### src/weight_rotator_defines.svh
/*
  Weight rotator sizing. Word and core widths, kernel, channel,
  column and block maxima, and the widths derived from them
*/
`ifndef WEIGHT_ROTATOR_DEFINES_SVH
`define WEIGHT_ROTATOR_DEFINES_SVH

// ========================================
// Base sizes
// ========================================
`define WR_WORD_WIDTH    8
`define WR_CORES         2
`define WR_KERNEL_W_MAX  3
`define WR_KERNEL_H_MAX  3
`define WR_CIN_MAX       64
`define WR_COLS_MAX      16
`define WR_BLOCKS_MAX    8

// ========================================
// Derived sizes
// ========================================
`define WR_BEAT_WIDTH    (`WR_WORD_WIDTH * `WR_CORES * `WR_KERNEL_W_MAX)
`define WR_BANK_DEPTH    (`WR_KERNEL_H_MAX * `WR_CIN_MAX)
`define WR_ADDR_BITS     $clog2(`WR_BANK_DEPTH)

// Header field widths, each holding a count minus one
`define WR_KW_BITS       $clog2(`WR_KERNEL_W_MAX)
`define WR_KH_BITS       $clog2(`WR_KERNEL_H_MAX)
`define WR_CIN_BITS      $clog2(`WR_CIN_MAX)
`define WR_COLS_BITS     $clog2(`WR_COLS_MAX)
`define WR_BLOCKS_BITS   $clog2(`WR_BLOCKS_MAX)

`endif
### src/weight_rotator_pkg.sv
/*
  Weight rotator types. Beat, address, header, output user field,
  bank write bundle and the FSM state encodings
*/
`include "weight_rotator_defines.svh"

package weight_rotator_pkg;

  typedef logic [`WR_BEAT_WIDTH-1:0] beat_t;
  typedef logic [`WR_ADDR_BITS-1:0]  addr_t;

  // Lives in the low bits of the first beat, blocks_1 on top
  typedef struct packed {
    logic [`WR_BLOCKS_BITS-1:0] blocks_1;
    logic [`WR_COLS_BITS-1:0]   cols_1;
    logic [`WR_CIN_BITS-1:0]    cin_1;
    logic [`WR_KH_BITS-1:0]     kh_1;
    logic [`WR_KW_BITS-1:0]     kw_1;
  } header_t;

  typedef struct packed {
    logic                   is_1x1;
    logic [`WR_KW_BITS-1:0] kw_1;
    logic                   acc_last;  // Last beat of a sweep
    logic                   top;       // First block
    logic                   bottom;    // Last block
  } weight_user_t;

  typedef struct packed {
    logic  wen;
    addr_t addr;
    beat_t data;
  } bank_write_t;

  // ========================================
  // FSM states
  // ========================================
  typedef enum logic [1:0] {W_IDLE, W_HEADER, W_WRITE, W_DONE} w_state_t;
  typedef enum logic [1:0] {R_IDLE, R_READ, R_SWITCH} r_state_t;

endpackage

### src/weight_bank_writer.sv
/*
  Weight bank writer. Waits for a free bank, takes the header beat,
  then writes the weight beats in order and marks the bank full
*/
`timescale 1ns/100ps

module weight_bank_writer (
  input  logic                            aclk,
  input  logic                            i_reset,
  input  logic                            i_s_valid,
  output logic                            o_s_ready,
  input  weight_rotator_pkg::beat_t       i_s_data,
  input  logic                            i_s_last,
  input  logic                            i_w_free,
  output logic                            o_w_bank,
  output weight_rotator_pkg::bank_write_t o_wr,
  output logic                            o_hdr_load,
  output weight_rotator_pkg::header_t     o_hdr,
  output logic                            o_w_done
);
  import weight_rotator_pkg::*;

  w_state_t state_q;
  w_state_t state_d;
  addr_t    waddr_q;
  logic     s_handshake;

  assign s_handshake = i_s_valid && o_s_ready;

  // ========================================
  // Next state
  // ========================================
  always_comb begin
    state_d = state_q;
    case (state_q)
      W_IDLE:   if (i_w_free) state_d = W_HEADER;
      W_HEADER: if (s_handshake) state_d = W_WRITE;
      W_WRITE:  if (s_handshake && i_s_last) state_d = W_DONE;
      W_DONE:   state_d = W_IDLE;
      default:  state_d = W_IDLE;
    endcase
  end

  // ========================================
  // Outputs
  // ========================================
  assign o_s_ready  = (state_q == W_HEADER) || (state_q == W_WRITE);
  assign o_hdr_load = s_handshake && (state_q == W_HEADER);
  assign o_hdr      = header_t'(i_s_data[$bits(header_t)-1:0]);  // Header sits in the low bits
  assign o_w_done   = (state_q == W_DONE);

  always_comb begin
    o_wr.wen  = s_handshake && (state_q == W_WRITE);
    o_wr.addr = waddr_q;
    o_wr.data = i_s_data;
  end

  always_ff @(posedge aclk) begin
    if (i_reset) begin
      state_q  <= W_IDLE;
      waddr_q  <= '0;
      o_w_bank <= 1'b0;
    end else begin
      state_q <= state_d;
      if (o_hdr_load) begin
        waddr_q <= '0;  // Each bank fills from address 0
      end else if (o_wr.wen) begin
        waddr_q <= waddr_q + 1'b1;
      end
      if (o_w_done) begin
        o_w_bank <= ~o_w_bank;  // Move on to the other bank
      end
    end
  end

endmodule

### config.mk
export PLATFORM = sky130hd
export DESIGN_NAME = weight_bank_writer
export DESIGN_NICKNAME = d
export VERILOG_FILES = /design/src/weight_rotator_pkg.sv /design/src/weight_bank_writer.sv
export VERILOG_INCLUDE_DIRS = /design/src
export SDC_FILE = /design/constraint.sdc
export NUM_CORES = 1
export LEC_CHECK = 0
export BUFFER_PORTS_ARGS = -buffer_cell sky130_fd_sc_hd__buf_4
export CAP_MARGIN = 10
export CORE_MARGIN = 4
export CORE_UTILIZATION = 35
export CTS_CLUSTER_DIAMETER = 60
export DETAILED_ROUTE_END_ITERATION = 8
export PLACE_DENSITY = 0.93
export REMOVE_ABC_BUFFERS = 1
export SYNTH_ARGS = -nofsm -noshare
export SYNTH_HDL_FRONTEND = slang
export SYNTH_SLANG_ARGS = --single-unit
export TNS_END_PERCENT = 50
### constraint.sdc
create_clock -name aclk -period 2.6 [get_ports aclk]
set_input_delay 0.52 -clock aclk [delete_from_list [all_inputs] [get_ports aclk]]
set_output_delay 0.52 -clock aclk [all_outputs]
set_load 0.005 [all_outputs]
-- Yosys cells after proc, flatten, opt, wreduce, memory -nomap -nowiden
Index checks and enable logic that the tools add are counted.
- bitwise logic cells: 1
- reductions and logical operators: 8
- muxes and demuxes: 4
- equal/unequal tests: 6
- add/subtract/negate cells: 1
- operators with widths (cell ; number):
    $add 8x1->8 const B ; 1
    $pmux 2 s4 ; 1
    $mux 2 ; 3
    $ne 2x2->1 const B ; 3
    $eq 2x2->1 const B ; 2
    $logic_and 1x1->1 ; 4
    $reduce_and 3->1 ; 1
    $eq 2x1->1 const B ; 1
    $logic_not 2->1 ; 1
    $reduce_or 2->1 ; 1
    $logic_or 1x1->1 ; 1
    $not 1->1 ; 1
- flip-flop bits (word level): 11
- output and inout port bits: 78
- input bits: 53
- word-level logic and storage cells: 23

-- Longest topological paths before layout
- depth after elaboration: 6
- depth in mapped cells: 6
- mapped depth without buffers: 5

-- Least setup slack after synthesis
OpenSTA, ideal clock, no wires.
- path type: register -> register
- start point: register state_q[0]
- end point: register waddr_q[7]
- data arrival time: 1.451 ns
- data required time: 2.530 ns
- stages on the path, launching flop included: 7
- setup time: 0.070 ns
- period minus slack after synthesis: 1.521 ns
- slack: 1.079 ns
- buffers on the path: 1
- cells stage by stage: dfxtp_1 > inv_1 > ha_1 > and3_2 > or2_2 > buf_4 > a21oi_1
- cells in the longest elaborated chain, start to end: 5
- elaborated cells between the ends (all ways): 7
- classes of those cells: eq/ne: 2; reduce/logical: 5
- ends and longest elaborated chain (element ; RTL line ; RTL):
    start: declaration ; weight_bank_writer.sv:23 ; w_state_t state_q;
    start signal: assignment ; weight_bank_writer.sv:64 ; state_q <= state_d;
    $eq 2x1->1 / $eq 2x2->1 (equally long branches) ; weight_bank_writer.sv:47 ; assign o_s_ready = (state_q == W_HEADER) || (state_q == W_WRITE);
    $logic_or 1x1->1 * ; weight_bank_writer.sv:47 ;
    via o_s_ready ; weight_bank_writer.sv:11 ; output logic o_s_ready,
    $logic_and 1x1->1 * ; weight_bank_writer.sv:28 ; assign s_handshake = i_s_valid && o_s_ready;
    $logic_and 1x1->1 * ; weight_bank_writer.sv:48 ; assign o_hdr_load = s_handshake && (state_q == W_HEADER);
    via o_hdr_load ; weight_bank_writer.sv:17 ; output logic o_hdr_load,
    $reduce_or 2->1 (no line) * ; -- ;
    end signal: assignment ; weight_bank_writer.sv:68 ; waddr_q <= waddr_q + 1'b1;
    end: declaration ; weight_bank_writer.sv:25 ; addr_t waddr_q;
The timed path passes the listed nets; every way through them passes the cells marked *.
A chain may end at the register's enable or synchronous reset.

-- Final worst setup path
- start point: register state_q[0]
- end point: output o_hdr_load
- cells in the longest elaborated chain, start to end: 4
- elaborated cells between the ends (all ways): 5
- classes of those cells: eq/ne: 2; reduce/logical: 3
- ends and longest elaborated chain (element ; RTL line):
    $eq 2x1->1 / $eq 2x2->1 (equally long branches) ; weight_bank_writer.sv:47, weight_bank_writer.sv:48
    $logic_or 1x1->1 ; weight_bank_writer.sv:47
    $logic_and 1x1->1 ; weight_bank_writer.sv:28
    $logic_and 1x1->1 * ; weight_bank_writer.sv:48
    end: declaration ; weight_bank_writer.sv:17
Every way passes the cells marked *; elsewhere a longest branch is shown, timed or not.

==> results_dict.tcl <==
set metrics [dict create \
    outcome "completed" \
    final_area_um2 746 \
    fin_skew_ns 0.000976 \
    syn_area_um2 1050 \
    die-area_um2 3940 \
    period_share_pct 74.5 \
    drive_gt1_share_pct 30.1 \
    synthTopCellsByArea "buf_4 47%, dfxtp_1 21%, ha_1 6.0%" \
    crit_required_ns 2.08 \
    synth_top_area_share_pct 47.3 \
    vias 632 \
    vias_per_cell 5.54 \
    cts_max_path_buffers 2 \
    gr-total-overflow 0 \
    ant_nets 0 \
    startpoint_type "flip-flop" \
    synthCells 128 \
    drt_pass1_iterations 4 \
    diodes 0 \
    die_height_um 62.7 \
    worst_hold_slack_ns 0.428 \
    rsz0062_at_grt "false" \
    finalCriticalPeriod_ns 1.94 \
    initial_core_util_pct 37.4 \
    cap_violations 0 \
    grt_max_degree 9 \
    cts_tree "built" \
    root_buffer "clkbuf_4" \
    grtUsageTotal_pct 25.3 \
    grt_pass1_vias 580 \
    tightest_slew_ns 0.202 \
    area_growth_pct -28.9 \
    synth_flop_cell "dfxtp_1" \
    hold_path_class "input port to flip-flop" \
    ioPinCount 131 \
    timing.critical_path.buf_inv 2 \
    nNetsFinal 142 \
    synth_edf_count 0 \
    post_cts_buffers 0 \
    setup_viol 0 \
    ir_worst_vdd_uv 367 \
    cts_resized 0 \
    portBuffers 17 \
    cellLeakagePower_nw 0.312 \
    yosysMostFrequentCell "buf_4" \
    critPathArrivalTime_ns 1.42 \
    cts_hold_buf 0 \
    placed_area_um2 719 \
    slew_headroom_pct 86.5 \
    synth_top_area_cell "buf_4" \
    setup.worst_path.class "flip-flop to output port" \
    synth_area_per_cell_um2 8.19 \
    crit_path_end_kind "output port" \
    antenna_found_initial 0 \
    clkTransAtPathRegs_ns 0.07 \
    fp.dieW_um 62.7 \
    cp_slowest_cell "dfxtp_1" \
    ys_types 24 \
    drc_errors 0 \
    place_congestion 0.892 \
    ys_ff_latch 11 \
    cpLargestDelayFamily "flip-flops" \
    clk_latency_ns 0.27 \
    wl_per_cell_um 44.1 \
    power.density_nw_per_um2 717 \
    grt_pass1_wl_um 6360 \
    dp_hpwl_um 4630 \
    wl_um 5020 \
    post-route-util_pct 26.6 \
    ys_async_sr_fraction_pct 0 \
    drv_slew 0 \
    fillers 315 \
    cts.htree.levels 1 \
    yosysSeqAreaShare_pct 21.0 \
    tns_ns 0 \
    finalHoldViolCount 0 \
    clock_sinks 11 \
    synth_common_cells "66 x buf_4, 11 x dfxtp_1, 6 x a21oi_1, 5 x ha_1, 5 x inv_1" \
    numCtsBuffers 3 \
    critPathMaxFanout 5 \
    fmax_ghz 0.516 \
    ys_warn_count 0 \
    coreArea_um2 2810 \
    drt_iter0_markers 23 \
    num_rows 19 \
    slowest_delay_ns 0.37 \
    critical_path.cell_chain "inv_1 -> ha_1 -> and3_2 -> buf_4" \
]
==> flip-flops by register name, summed over array words and instances (netlist names) <==
register  cells
waddr_q       8
state_q       2
o_w_bank      1
==> cells by family after synthesis <==
logic type / share of synthesized area, %
buf+inv: 49.0
simple gates: 12.6
compound gates: 7.88
flops: 21.0
fa+ha+maj: 5.97
xor+xnor: 2.51
mux: 0.955
==> cells in the final DEF (no fill, tap or decap), types with 2 or more instances in the layout <==
master | Yosys | layout
or3_1 | 2 | 2
dfxtp_1 | 11 | 11
inv_1 | 5 | 5
a21oi_1 | 6 | 6
nand2_1 | 4 | 4
nand3_1 | 4 | 4
nor2_1 | 3 | 3
nand2b_1 | 2 | 2
o21ai_0 | 4 | 4
ha_1 | 5 | 5
clkbuf_4 | 0 | 3
or3_2 | 2 | 2
buf_4 | 66 | 17
a211oi_1 | 2 | 2
xnor2_1 | 2 | 2
==> area by class of cell <==
| class | count | area [µm²] | share of cell area [%] |
|---|---|---|---|
| Sequential cell | 11 | 220 | 29.5 |
| Tap cell | 31 | 38.8 | 5.20 |
| Inverter | 5 | 18.8 | 2.52 |
| Multi-Input combinational cell | 46 | 314 | 42.1 |
| Clock buffer | 4 | 26.3 | 3.52 |
| Timing Repair Buffer | 17 | 128 | 17.1 |
==> through the flow <==
stage          setup WS [ns]  std cells  total power, mW
4_1_cts                0.643        114            0.543
3_3_place_gp            1.00        110            0.413
6_report               0.663        114            0.535
2_1_floorplan           1.12         62            0.342
5_1_grt                0.568        114            0.580
3_5_place_dp           0.959        110            0.418
==> power by group <==
part | switching [mW] | internal, mW | leakage (nW)
combinational | 0.0992 | 0.103 | 0.208
sequential | 0.0211 | 0.189 | 0.0890
clock | 0.0636 | 0.0595 | 0.0150
total | 0.184 | 0.351 | 0.312
==> metal layers <==
layer  routed length [µm]  track usage (%)  share of wire (%)  vias up
met2                 2420             41.3                 48      104
met3                 1770             44.6                 35        6
li1                     -                -                  -      259
met4                   81             6.89                1.6        0
met5                    0             1.39                  0        -
met1                  750             9.86                 15      263
==> path summary, 6_finish.rpt <==
path	startpoint	endpoint	slack, ns	cells past startpoint
worst max-delay path	state_q[0]$_SDFFE_PP0P_	o_hdr_load	0.66	4
worst min-delay path	i_reset	o_w_bank$_SDFFE_PP0P_	0.43	2
worst max register to register	state_q[0]$_SDFFE_PP0P_	waddr_q[7]$_SDFFE_PP0P_	0.96	5
worst min register to register	waddr_q[7]$_SDFFE_PP0P_	waddr_q[7]$_SDFFE_PP0P_	0.50	2
Note: power is estimated with default switching activity, not from simulation.
