## src/weight_rotator_defines.svh

```systemverilog
/*
  Weight rotator sizing. Word and core widths, kernel, channel,
  column and block maxima, and the widths derived from them
*/
`ifndef WEIGHT_ROTATOR_DEFINES_SVH
`define WEIGHT_ROTATOR_DEFINES_SVH

// ========================================
// Base sizes
// ========================================
`define WR_WORD_WIDTH    8
`define WR_CORES         2
`define WR_KERNEL_W_MAX  3
`define WR_KERNEL_H_MAX  3
`define WR_CIN_MAX       64
`define WR_COLS_MAX      16
`define WR_BLOCKS_MAX    8

// ========================================
// Derived sizes
// ========================================
`define WR_BEAT_WIDTH    (`WR_WORD_WIDTH * `WR_CORES * `WR_KERNEL_W_MAX)
`define WR_BANK_DEPTH    (`WR_KERNEL_H_MAX * `WR_CIN_MAX)
`define WR_ADDR_BITS     $clog2(`WR_BANK_DEPTH)

// Header field widths, each holding a count minus one
`define WR_KW_BITS       $clog2(`WR_KERNEL_W_MAX)
`define WR_KH_BITS       $clog2(`WR_KERNEL_H_MAX)
`define WR_CIN_BITS      $clog2(`WR_CIN_MAX)
`define WR_COLS_BITS     $clog2(`WR_COLS_MAX)
`define WR_BLOCKS_BITS   $clog2(`WR_BLOCKS_MAX)

`endif
```

## src/weight_rotator_pkg.sv

```systemverilog
/*
  Weight rotator types. Beat, address, header, output user field,
  bank write bundle and the FSM state encodings
*/
`include "weight_rotator_defines.svh"

package weight_rotator_pkg;

  typedef logic [`WR_BEAT_WIDTH-1:0] beat_t;
  typedef logic [`WR_ADDR_BITS-1:0]  addr_t;

  // Lives in the low bits of the first beat, blocks_1 on top
  typedef struct packed {
    logic [`WR_BLOCKS_BITS-1:0] blocks_1;
    logic [`WR_COLS_BITS-1:0]   cols_1;
    logic [`WR_CIN_BITS-1:0]    cin_1;
    logic [`WR_KH_BITS-1:0]     kh_1;
    logic [`WR_KW_BITS-1:0]     kw_1;
  } header_t;

  typedef struct packed {
    logic                   is_1x1;
    logic [`WR_KW_BITS-1:0] kw_1;
    logic                   acc_last;  // Last beat of a sweep
    logic                   top;       // First block
    logic                   bottom;    // Last block
  } weight_user_t;

  typedef struct packed {
    logic  wen;
    addr_t addr;
    beat_t data;
  } bank_write_t;

  // ========================================
  // FSM states
  // ========================================
  typedef enum logic [1:0] {W_IDLE, W_HEADER, W_WRITE, W_DONE} w_state_t;
  typedef enum logic [1:0] {R_IDLE, R_READ, R_SWITCH} r_state_t;

endpackage

```

## src/weight_bank_reader.sv

```systemverilog
/*
  Weight bank reader. Sweeps a full bank once per column per block,
  drives the output stream and hands the bank back when finished
*/
`timescale 1ns/100ps
`include "weight_rotator_defines.svh"

module weight_bank_reader (
  input  logic                             aclk,
  input  logic                             i_reset,
  input  logic                             i_r_full,
  input  weight_rotator_pkg::header_t      i_r_hdr,
  input  weight_rotator_pkg::beat_t        i_r_data,
  input  logic                             i_m_ready,
  output logic                             o_r_bank,
  output weight_rotator_pkg::addr_t        o_r_addr,
  output logic                             o_r_release,
  output logic                             o_m_valid,
  output weight_rotator_pkg::beat_t        o_m_data,
  output logic                             o_m_last,
  output weight_rotator_pkg::weight_user_t o_m_user
);
  import weight_rotator_pkg::*;

  r_state_t                   state_q;
  r_state_t                   state_d;
  addr_t                      addr_q;
  addr_t                      len_1;
  addr_t                      kh_ext;
  addr_t                      cin_ext;
  logic [`WR_COLS_BITS-1:0]   cols_q;
  logic [`WR_BLOCKS_BITS-1:0] blocks_q;
  logic                       m_handshake;
  logic                       acc_last;

  // Sweep length minus one, (kh_1+1)*(cin_1+1)-1 expanded
  assign kh_ext  = addr_t'(i_r_hdr.kh_1);
  assign cin_ext = addr_t'(i_r_hdr.cin_1);
  assign len_1   = kh_ext * cin_ext + kh_ext + cin_ext;

  assign m_handshake = o_m_valid && i_m_ready;
  assign acc_last    = (addr_q == len_1);

  // ========================================
  // Next state
  // ========================================
  always_comb begin
    state_d = state_q;
    case (state_q)
      R_IDLE:   if (i_r_full) state_d = R_READ;
      R_READ:   if (m_handshake && o_m_last) state_d = R_SWITCH;
      R_SWITCH: state_d = R_IDLE;
      default:  state_d = R_IDLE;
    endcase
  end

  // ========================================
  // Sweep, column and block counters
  // ========================================
  always_ff @(posedge aclk) begin
    if (i_reset) begin
      state_q  <= R_IDLE;
      o_r_bank <= 1'b0;
      addr_q   <= '0;
      cols_q   <= '0;
      blocks_q <= '0;
    end else begin
      state_q <= state_d;
      if (state_q == R_IDLE && i_r_full) begin
        addr_q   <= '0;
        cols_q   <= i_r_hdr.cols_1;
        blocks_q <= i_r_hdr.blocks_1;
      end else if (m_handshake) begin
        if (acc_last) begin
          addr_q <= '0;  // Replay the bank from the top
          if (cols_q == '0) begin
            cols_q   <= i_r_hdr.cols_1;
            blocks_q <= blocks_q - 1'b1;
          end else begin
            cols_q <= cols_q - 1'b1;
          end
        end else begin
          addr_q <= addr_q + 1'b1;
        end
      end
      if (o_r_release) begin
        o_r_bank <= ~o_r_bank;
      end
    end
  end

  // ========================================
  // Stream outputs
  // ========================================
  assign o_r_addr    = addr_q;
  assign o_r_release = (state_q == R_SWITCH);
  assign o_m_valid   = (state_q == R_READ);
  assign o_m_data    = i_r_data;  // Bank is read combinationally, so data holds with the address
  assign o_m_last    = acc_last && (cols_q == '0) && (blocks_q == '0);

  always_comb begin
    o_m_user.is_1x1   = (i_r_hdr.kw_1 == '0);
    o_m_user.kw_1     = i_r_hdr.kw_1;
    o_m_user.acc_last = acc_last;
    o_m_user.top      = (blocks_q == i_r_hdr.blocks_1);
    o_m_user.bottom   = (blocks_q == '0);
  end

endmodule

```

## config.mk

```make
export PLATFORM = sky130hd
export DESIGN_NAME = weight_bank_reader
export DESIGN_NICKNAME = d
export VERILOG_FILES = /design/src/weight_rotator_pkg.sv /design/src/weight_bank_reader.sv
export VERILOG_INCLUDE_DIRS = /design/src
export SDC_FILE = /design/constraint.sdc
export NUM_CORES = 1
export LEC_CHECK = 0
export ABC_AREA = 1
export BUFFER_PORTS_ARGS = -buffer_cell sky130_fd_sc_hd__buf_2
export CAP_MARGIN = 20
export CORE_MARGIN = 4
export CORE_UTILIZATION = 39
export DETAILED_ROUTE_END_ITERATION = 10
export GPL_ROUTABILITY_DRIVEN = 0
export GPL_TIMING_DRIVEN = 0
export PLACE_DENSITY = 0.78
export SLEW_MARGIN = 20
export SYNTH_ARGS = -nofsm -noshare
export SYNTH_HDL_FRONTEND = slang
export SYNTH_SLANG_ARGS = --single-unit
```

## constraint.sdc

```tcl
create_clock -name aclk -period 2.8 [get_ports aclk]
set_clock_uncertainty 0.05 [all_clocks]
set_input_delay 0.28 -clock aclk [delete_from_list [all_inputs] [get_ports aclk]]
set_output_delay 0.28 -clock aclk [all_outputs]
set_load 0.1 [all_outputs]
```

# Word level (Yosys, flattened, before mapping)

Cells that the tools add are included.

Add/sub/neg operators: 5
Multipliers: 1
Divide/modulo/power cells: 0
$lt $le $gt $ge: 0
Equal/unequal tests: 6
Shift operators: 0
Multiplexer cells: 12
Bitwise logic cells: 1
Reductions and logical operators: 16

Operators by type and width:

| cell                                                                    | number |
|---|---|
| 4-bit two-way mux                                                       | 4 |
| 3-bit two-way mux                                                       | 4 |
| 8-bit by 1-bit adder with 8-bit output, second input constant           | 1 |
| 8-bit by 2-bit adder with 8-bit output                                  | 1 |
| 8-bit by 6-bit adder with 8-bit output                                  | 1 |
| 8-bit == test                                                           | 1 |
| 2-bit by 6-bit multiplier with 8-bit output                             | 1 |
| 8-bit two-way mux                                                       | 1 |
| 2-bit nonzero test                                                      | 3 |
| 1-bit logical AND                                                       | 5 |
| 2-bit zero test                                                         | 2 |
| 4-bit zero test                                                         | 1 |
| 2-bit two-way mux                                                       | 2 |
| 2-bit one-hot mux with 2 select lines                                   | 1 |
| 2-bit AND reduction                                                     | 2 |
| 4-bit by 1-bit subtractor with 4-bit output, second input constant      | 1 |
| 3-bit == test                                                           | 1 |
| 3-bit zero test                                                         | 1 |
| 3-bit AND reduction                                                     | 1 |
| 3-bit by 1-bit subtractor with 3-bit output, second input constant      | 1 |
| 2-bit by 1-bit == test with 1-bit output, second input constant         | 1 |
| 2-bit == test, second input constant                                    | 1 |
| 2-bit by 1-bit inequality test with 1-bit output, second input constant | 1 |
| 2-bit inequality test, second input constant                            | 1 |
| other kinds (2)                                                         | 2 |

Register bits after elaboration: 18
Latch bits: 0
Bits in writable memories: 0
Memory bits (read-only): 0
Bits of input ports: 69
Logic and storage cells: 46
Memories: 0

# Depth between registers and ports, before layout

Depth after elaboration: 9
Mapped depth: 23
Gate-level depth less buffers: 23

# Worst setup path after synthesis

No wires, ideal clock.

Kind: input to output
Start: in i_r_hdr[3] (netlist name)
End: out o_m_last
Arrival time: 3.748 ns
Path slack: -1.278 ns
Stages on the path: 13
Path buffers: 0
Path through: nand2_1 > inv_1 > fa_1 > inv_1 > fa_1 > fa_1 > xor2_1 > nand2_1 > nor2_1 > nand3_1 > nor2_4 > nand2_2 > nor2_1

Longest elaborated chain between the ends: 6

RTL lines:

| what                                        | RTL line                 | text |
|---|---|---|
| from (decl)                                 | weight_bank_reader.sv:12 | `input weight_rotator_pkg::header_t i_r_hdr,` |
| 2-bit by 6-bit multiplier with 8-bit output | weight_bank_reader.sv:39 | `assign len_1 = kh_ext * cin_ext + kh_ext + cin_ext;` |
| 8-bit by 2-bit adder with 8-bit output *    | weight_bank_reader.sv:39 |  |
| 8-bit by 6-bit adder with 8-bit output *    | weight_bank_reader.sv:39 |  |
| 8-bit == test *                             | weight_bank_reader.sv:42 | `assign acc_last = (addr_q == len_1);` |
| 1-bit logical AND * (2 in series)           | weight_bank_reader.sv:99 | `assign o_m_last = acc_last && (cols_q == '0) && (blocks_q == '0);` |
| to (decl)                                   | weight_bank_reader.sv:20 | `output logic o_m_last,` |

Mark *: on every way between the ends. The rest lies on a longest branch, timed or not.

# Worst setup path in the final report

Start: in i_r_hdr[3] (netlist name)
End: out o_m_user[2] (netlist name)

Longest elaborated chain between the ends: 4

RTL lines:

| what                                        | RTL line                 | text |
|---|---|---|
| 2-bit by 6-bit multiplier with 8-bit output | weight_bank_reader.sv:39 |  |
| 8-bit by 2-bit adder with 8-bit output *    | weight_bank_reader.sv:39 |  |
| 8-bit by 6-bit adder with 8-bit output *    | weight_bank_reader.sv:39 |  |
| 8-bit == test *                             | weight_bank_reader.sv:42 |  |
| to (decl)                                   | weight_bank_reader.sv:21 | `output weight_rotator_pkg::weight_user_t o_m_user` |

Marked as above.

==> out/qor.tcl <==
set qor(outcome) {finished with violations}
set qor(violated_checks) {setup timing}
set qor(post_route_cells_drive_above_1_share_pct) 44.4
set qor(routed-via-count) 2097
set qor(worst_ep_required_time_ps) 2470
set qor(worstPathBufferInverterCount) 6
set qor(share_of_synthesized_cell_area_in_full_adder_half_adder_and_majority_cells_pct) 15.6
set qor(die_w_um) 81.4
set qor(synth_xor_area_share_pct) 6.26
set qor(n_antenna_cell) 0
set qor(setup_slack_ps) -378
set qor(reg2reg_slack_ps) 1070
set qor(antenna_found_initial) 0
set qor(cellPowerDensity_nw_per_um2) 475
set qor(drtAntennaViolNets) 0
set qor(synth.largest_area_cell) {sky130_fd_sc_hd__buf_4}
set qor(hold_start) {i_reset}
set qor(setup_violations) 10
set qor(dpl.cell_count) 466
set qor(min_path_type) {in2reg}
set qor(design.die.area_um2) 6620
set qor(fmaxAchievable_mhz) 315
set qor(drtIter0Drc) 80
set qor(critical-path-top-delay-family) {adder cells}
set qor(hold_buffers) 0
set qor(clockRootBuffer) {sky130_fd_sc_hd__clkbuf_8}
set qor(worstPathArrival_ps) 2850
set qor(timing.critical_path.fanout_max) 7
set qor(detail_route.drc_violations) 0
set qor(worst_r2r_startpoint) {o_r_addr[0]$_SDFFE_PP0P_}
set qor(worstPathCellList) {buf_12, nand2_4, inv_2, fa_1, inv_1, fa_2, fa_2, xor2_1, nand2_1, nor2_1, nand3_1, nor2_4, nand2_4, inv_4, buf_12, buf_12}
set qor(die_h_um) 81.4
set qor(grt_max_degree) 11
set qor(dp_hpwl_um) 4040
set qor(ctsHtreeMaxLevel) 1
set qor(syn_area_um2) 2100
set qor(clock_sink_count) 18
set qor(netlist_instances) 310
set qor(synth.area.mux_share_pct) 0.477
set qor(cts_tree) {built}
set qor(ys_seq_area_share_pct) 17.2
set qor(area_grow_syn2layout_pct) 38.4
set qor(final_hold_viol_count) 0
set qor(avgSynthCellArea_um2) 6.77
set qor(rsz0062_at_grt) {yes}
set qor(ios) 135
set qor(cts_buffers) 3
set qor(detail_route.first_pass.iterations) 4
set qor(register_bit_total_from_synthesis) 18
set qor(grt_use_total_pct) 13.5
set qor(finish.cell_count_without_fillers) 475
set qor(synth_compound_area_share_pct) 5.30
set qor(clk_latency_ps) 260
set qor(number_of_distinct_library_cells_after_synthesis) 32
set qor(wl_per_cell_um) 10.3
set qor(rows) 26
set qor(vias_in_the_first_global_route) 1781
set qor(final_nets) 497
set qor(p_leak_nw) 1.68
set qor(endpoint_kind) {output port}
set qor(globalRoute.totalOverflow) 0
set qor(hold_depth) 2
set qor(placeableCoreArea_um2) 5170
set qor(yosys.area.top_type_share_pct) 18.2
set qor(maximum_count_of_clock_buffers_along_a_single_path) 2
set qor(peakVddDrop_mv) 0.239
set qor(finalCritPeriodShare_pct) 114
set qor(crit_top_cell) {sky130_fd_sc_hd__buf_12}
set qor(io_buffers) 86
set qor(critical_path.max_stage_delay_ps) 540
set qor(synthesis.yosys.warnings) 0
set qor(element_type_at_the_critical_path_start) {input port}
set qor(min_to) {o_r_bank$_SDFFE_PP0P_}
set qor(clkSlewWorstSetupHoldPaths_ps) 70
set qor(cell_at_the_slowest_stage_of_the_critical_path) {sky130_fd_sc_hd__fa_2}
set qor(floorplan.initialDensity_pct) 40.6
set qor(predominant_post_synthesis_flop_cell) {sky130_fd_sc_hd__dfxtp_1}
set qor(drt-vias-per-instance) 4.41
set qor(grt_pass1_wl_um) 7330
set qor(cap_viol_max_count) 0
set qor(synth_simple_gate_area_share_pct) 27.7
set qor(report.final.slew_viol_count) 0
set qor(main_combinational_cell_family_by_area_after_synthesis) {simple AND/OR/NAND/NOR gates}
set qor(worstSetupPathType) {in2out}
set qor(fin_hold_ws_ps) 161
set qor(layout.core_utilization_pct) 56.2
set qor(r2r-end) {blocks_q[2]$_SDFFE_PP0P_}
set qor(synth_nets) 401
set qor(synth_enable_flop_cells) 0
set qor(min_period_ps) 3180
set qor(worstRegToRegCells) 9
set qor(async_flop_share_pct) 0
set qor(drt-total-wl_um) 4890
set qor(post_synth_main_area_contributors) {sky130_fd_sc_hd__buf_4, sky130_fd_sc_hd__dfxtp_1, sky130_fd_sc_hd__nand2_1, sky130_fd_sc_hd__ha_1, sky130_fd_sc_hd__inv_1}
==> per-layer routing <==
metal | part of all wire (%) | track usage, % | wire length (um) | vias up
met5 | 0 | 0 | 0 | -
met4 | 0.39 | 2.03 | 19 | 0
met3 | 10 | 2.55 | 495 | 2
met2 | 52 | 25.1 | 2530 | 97
met1 | 38 | 16.1 | 1840 | 909
li1 | - | - | - | 1089
==> final cells by class <==
class,count,area (um^2)
Inverter,51,194
Multi-Input combinational cell,190,1280
Clock buffer,4,55.1
Tap cell,70,87.6
Sequential cell,18,360
Buffer,51,395
Fill cell,482,2270
Timing Repair Buffer,91,536
==> through the flow <==
stage	setup TNS [ps]	total power [mW]	instance area (um^2)	setup WS, ps
final	-1160	1.38	2910	-378
after global routing	-3460	1.47	2910	-512
after CTS	-1080	1.36	2850	-387
after detailed placement	-8070	1.12	2690	-816
after global placement	-6870	1.10	2690	-773
after floorplan	-480	1.00	2170	-374
==> worst max path at each step <==
stage               cells after the start       start  slack, ps          end
floorplan                              13  i_r_hdr[6]       -370     o_m_last
global placement                       18  i_r_hdr[3]       -770  o_m_user[2]
detailed placement                     18  i_r_hdr[3]       -820  o_m_user[2]
CTS                                    16  i_r_hdr[3]       -390  o_m_user[2]
global route                           16  i_r_hdr[3]       -510  o_m_user[2]
finish                                 16  i_r_hdr[3]       -380  o_m_user[2]
==> registers in the layout, indices dropped and copies added, names as in the netlist <==
register  count
blocks_q      3
cols_q        4
o_r_addr      8
o_r_bank      1
state_q       2
==> placed cells by master, fill, tap and decap left out, types with 5 or more instances in the layout <==
cell	netlist	final
sky130_fd_sc_hd__a21oi_1	8	5
sky130_fd_sc_hd__buf_2	0	80
sky130_fd_sc_hd__buf_4	51	55
sky130_fd_sc_hd__dfxtp_1	18	18
sky130_fd_sc_hd__fa_1	7	5
sky130_fd_sc_hd__ha_1	15	14
sky130_fd_sc_hd__inv_1	47	43
sky130_fd_sc_hd__inv_2	3	6
sky130_fd_sc_hd__nand2_1	70	65
sky130_fd_sc_hd__nand3_1	16	14
sky130_fd_sc_hd__nor2_1	29	27
sky130_fd_sc_hd__o21ai_0	8	8
sky130_fd_sc_hd__xnor2_1	5	5
sky130_fd_sc_hd__xor2_1	10	10
==> kinds of logic after synthesis <==
| group | after synthesis |
|---|---|
| simple gates | 131 |
| buf+inv | 102 |
| fa+ha+maj | 22 |
| compound gates | 20 |
| flops | 18 |
| xor+xnor | 15 |
| other cells | 1 |
| mux | 1 |
==> timing repair <==
item | CTS | global route
resized for setup | 24 | 8
pin swaps | 6 | 1
gates cloned | 0 | 0
setup endpoints to repair | 18 | 18
buffers inserted | 2 | 3
==> Yosys cell counts (2+ instances only) <==
| cell type | n |
|---|---|
| sky130_fd_sc_hd__ha_1 | 15 |
| sky130_fd_sc_hd__fa_1 | 7 |
| sky130_fd_sc_hd__nor2_1 | 29 |
| sky130_fd_sc_hd__inv_1 | 47 |
| sky130_fd_sc_hd__dfxtp_1 | 18 |
| sky130_fd_sc_hd__nor2_2 | 2 |
| sky130_fd_sc_hd__inv_2 | 3 |
| sky130_fd_sc_hd__xor2_1 | 10 |
| sky130_fd_sc_hd__nor3_1 | 2 |
| sky130_fd_sc_hd__buf_4 | 51 |
| sky130_fd_sc_hd__xnor2_1 | 5 |
| sky130_fd_sc_hd__nand2_2 | 2 |
| sky130_fd_sc_hd__nand2_4 | 2 |
| sky130_fd_sc_hd__a21oi_1 | 8 |
| sky130_fd_sc_hd__nand2_1 | 70 |
| sky130_fd_sc_hd__nand3_1 | 16 |
| sky130_fd_sc_hd__o21ai_0 | 8 |
==> power by group <==
part / internal (mW) / switching [mW]
clock network: 0.125 / 0.0897
logic: 0.256 / 0.629
registers: 0.269 / 0.0104
No activity file was read; power rests on OpenSTA's default activity.
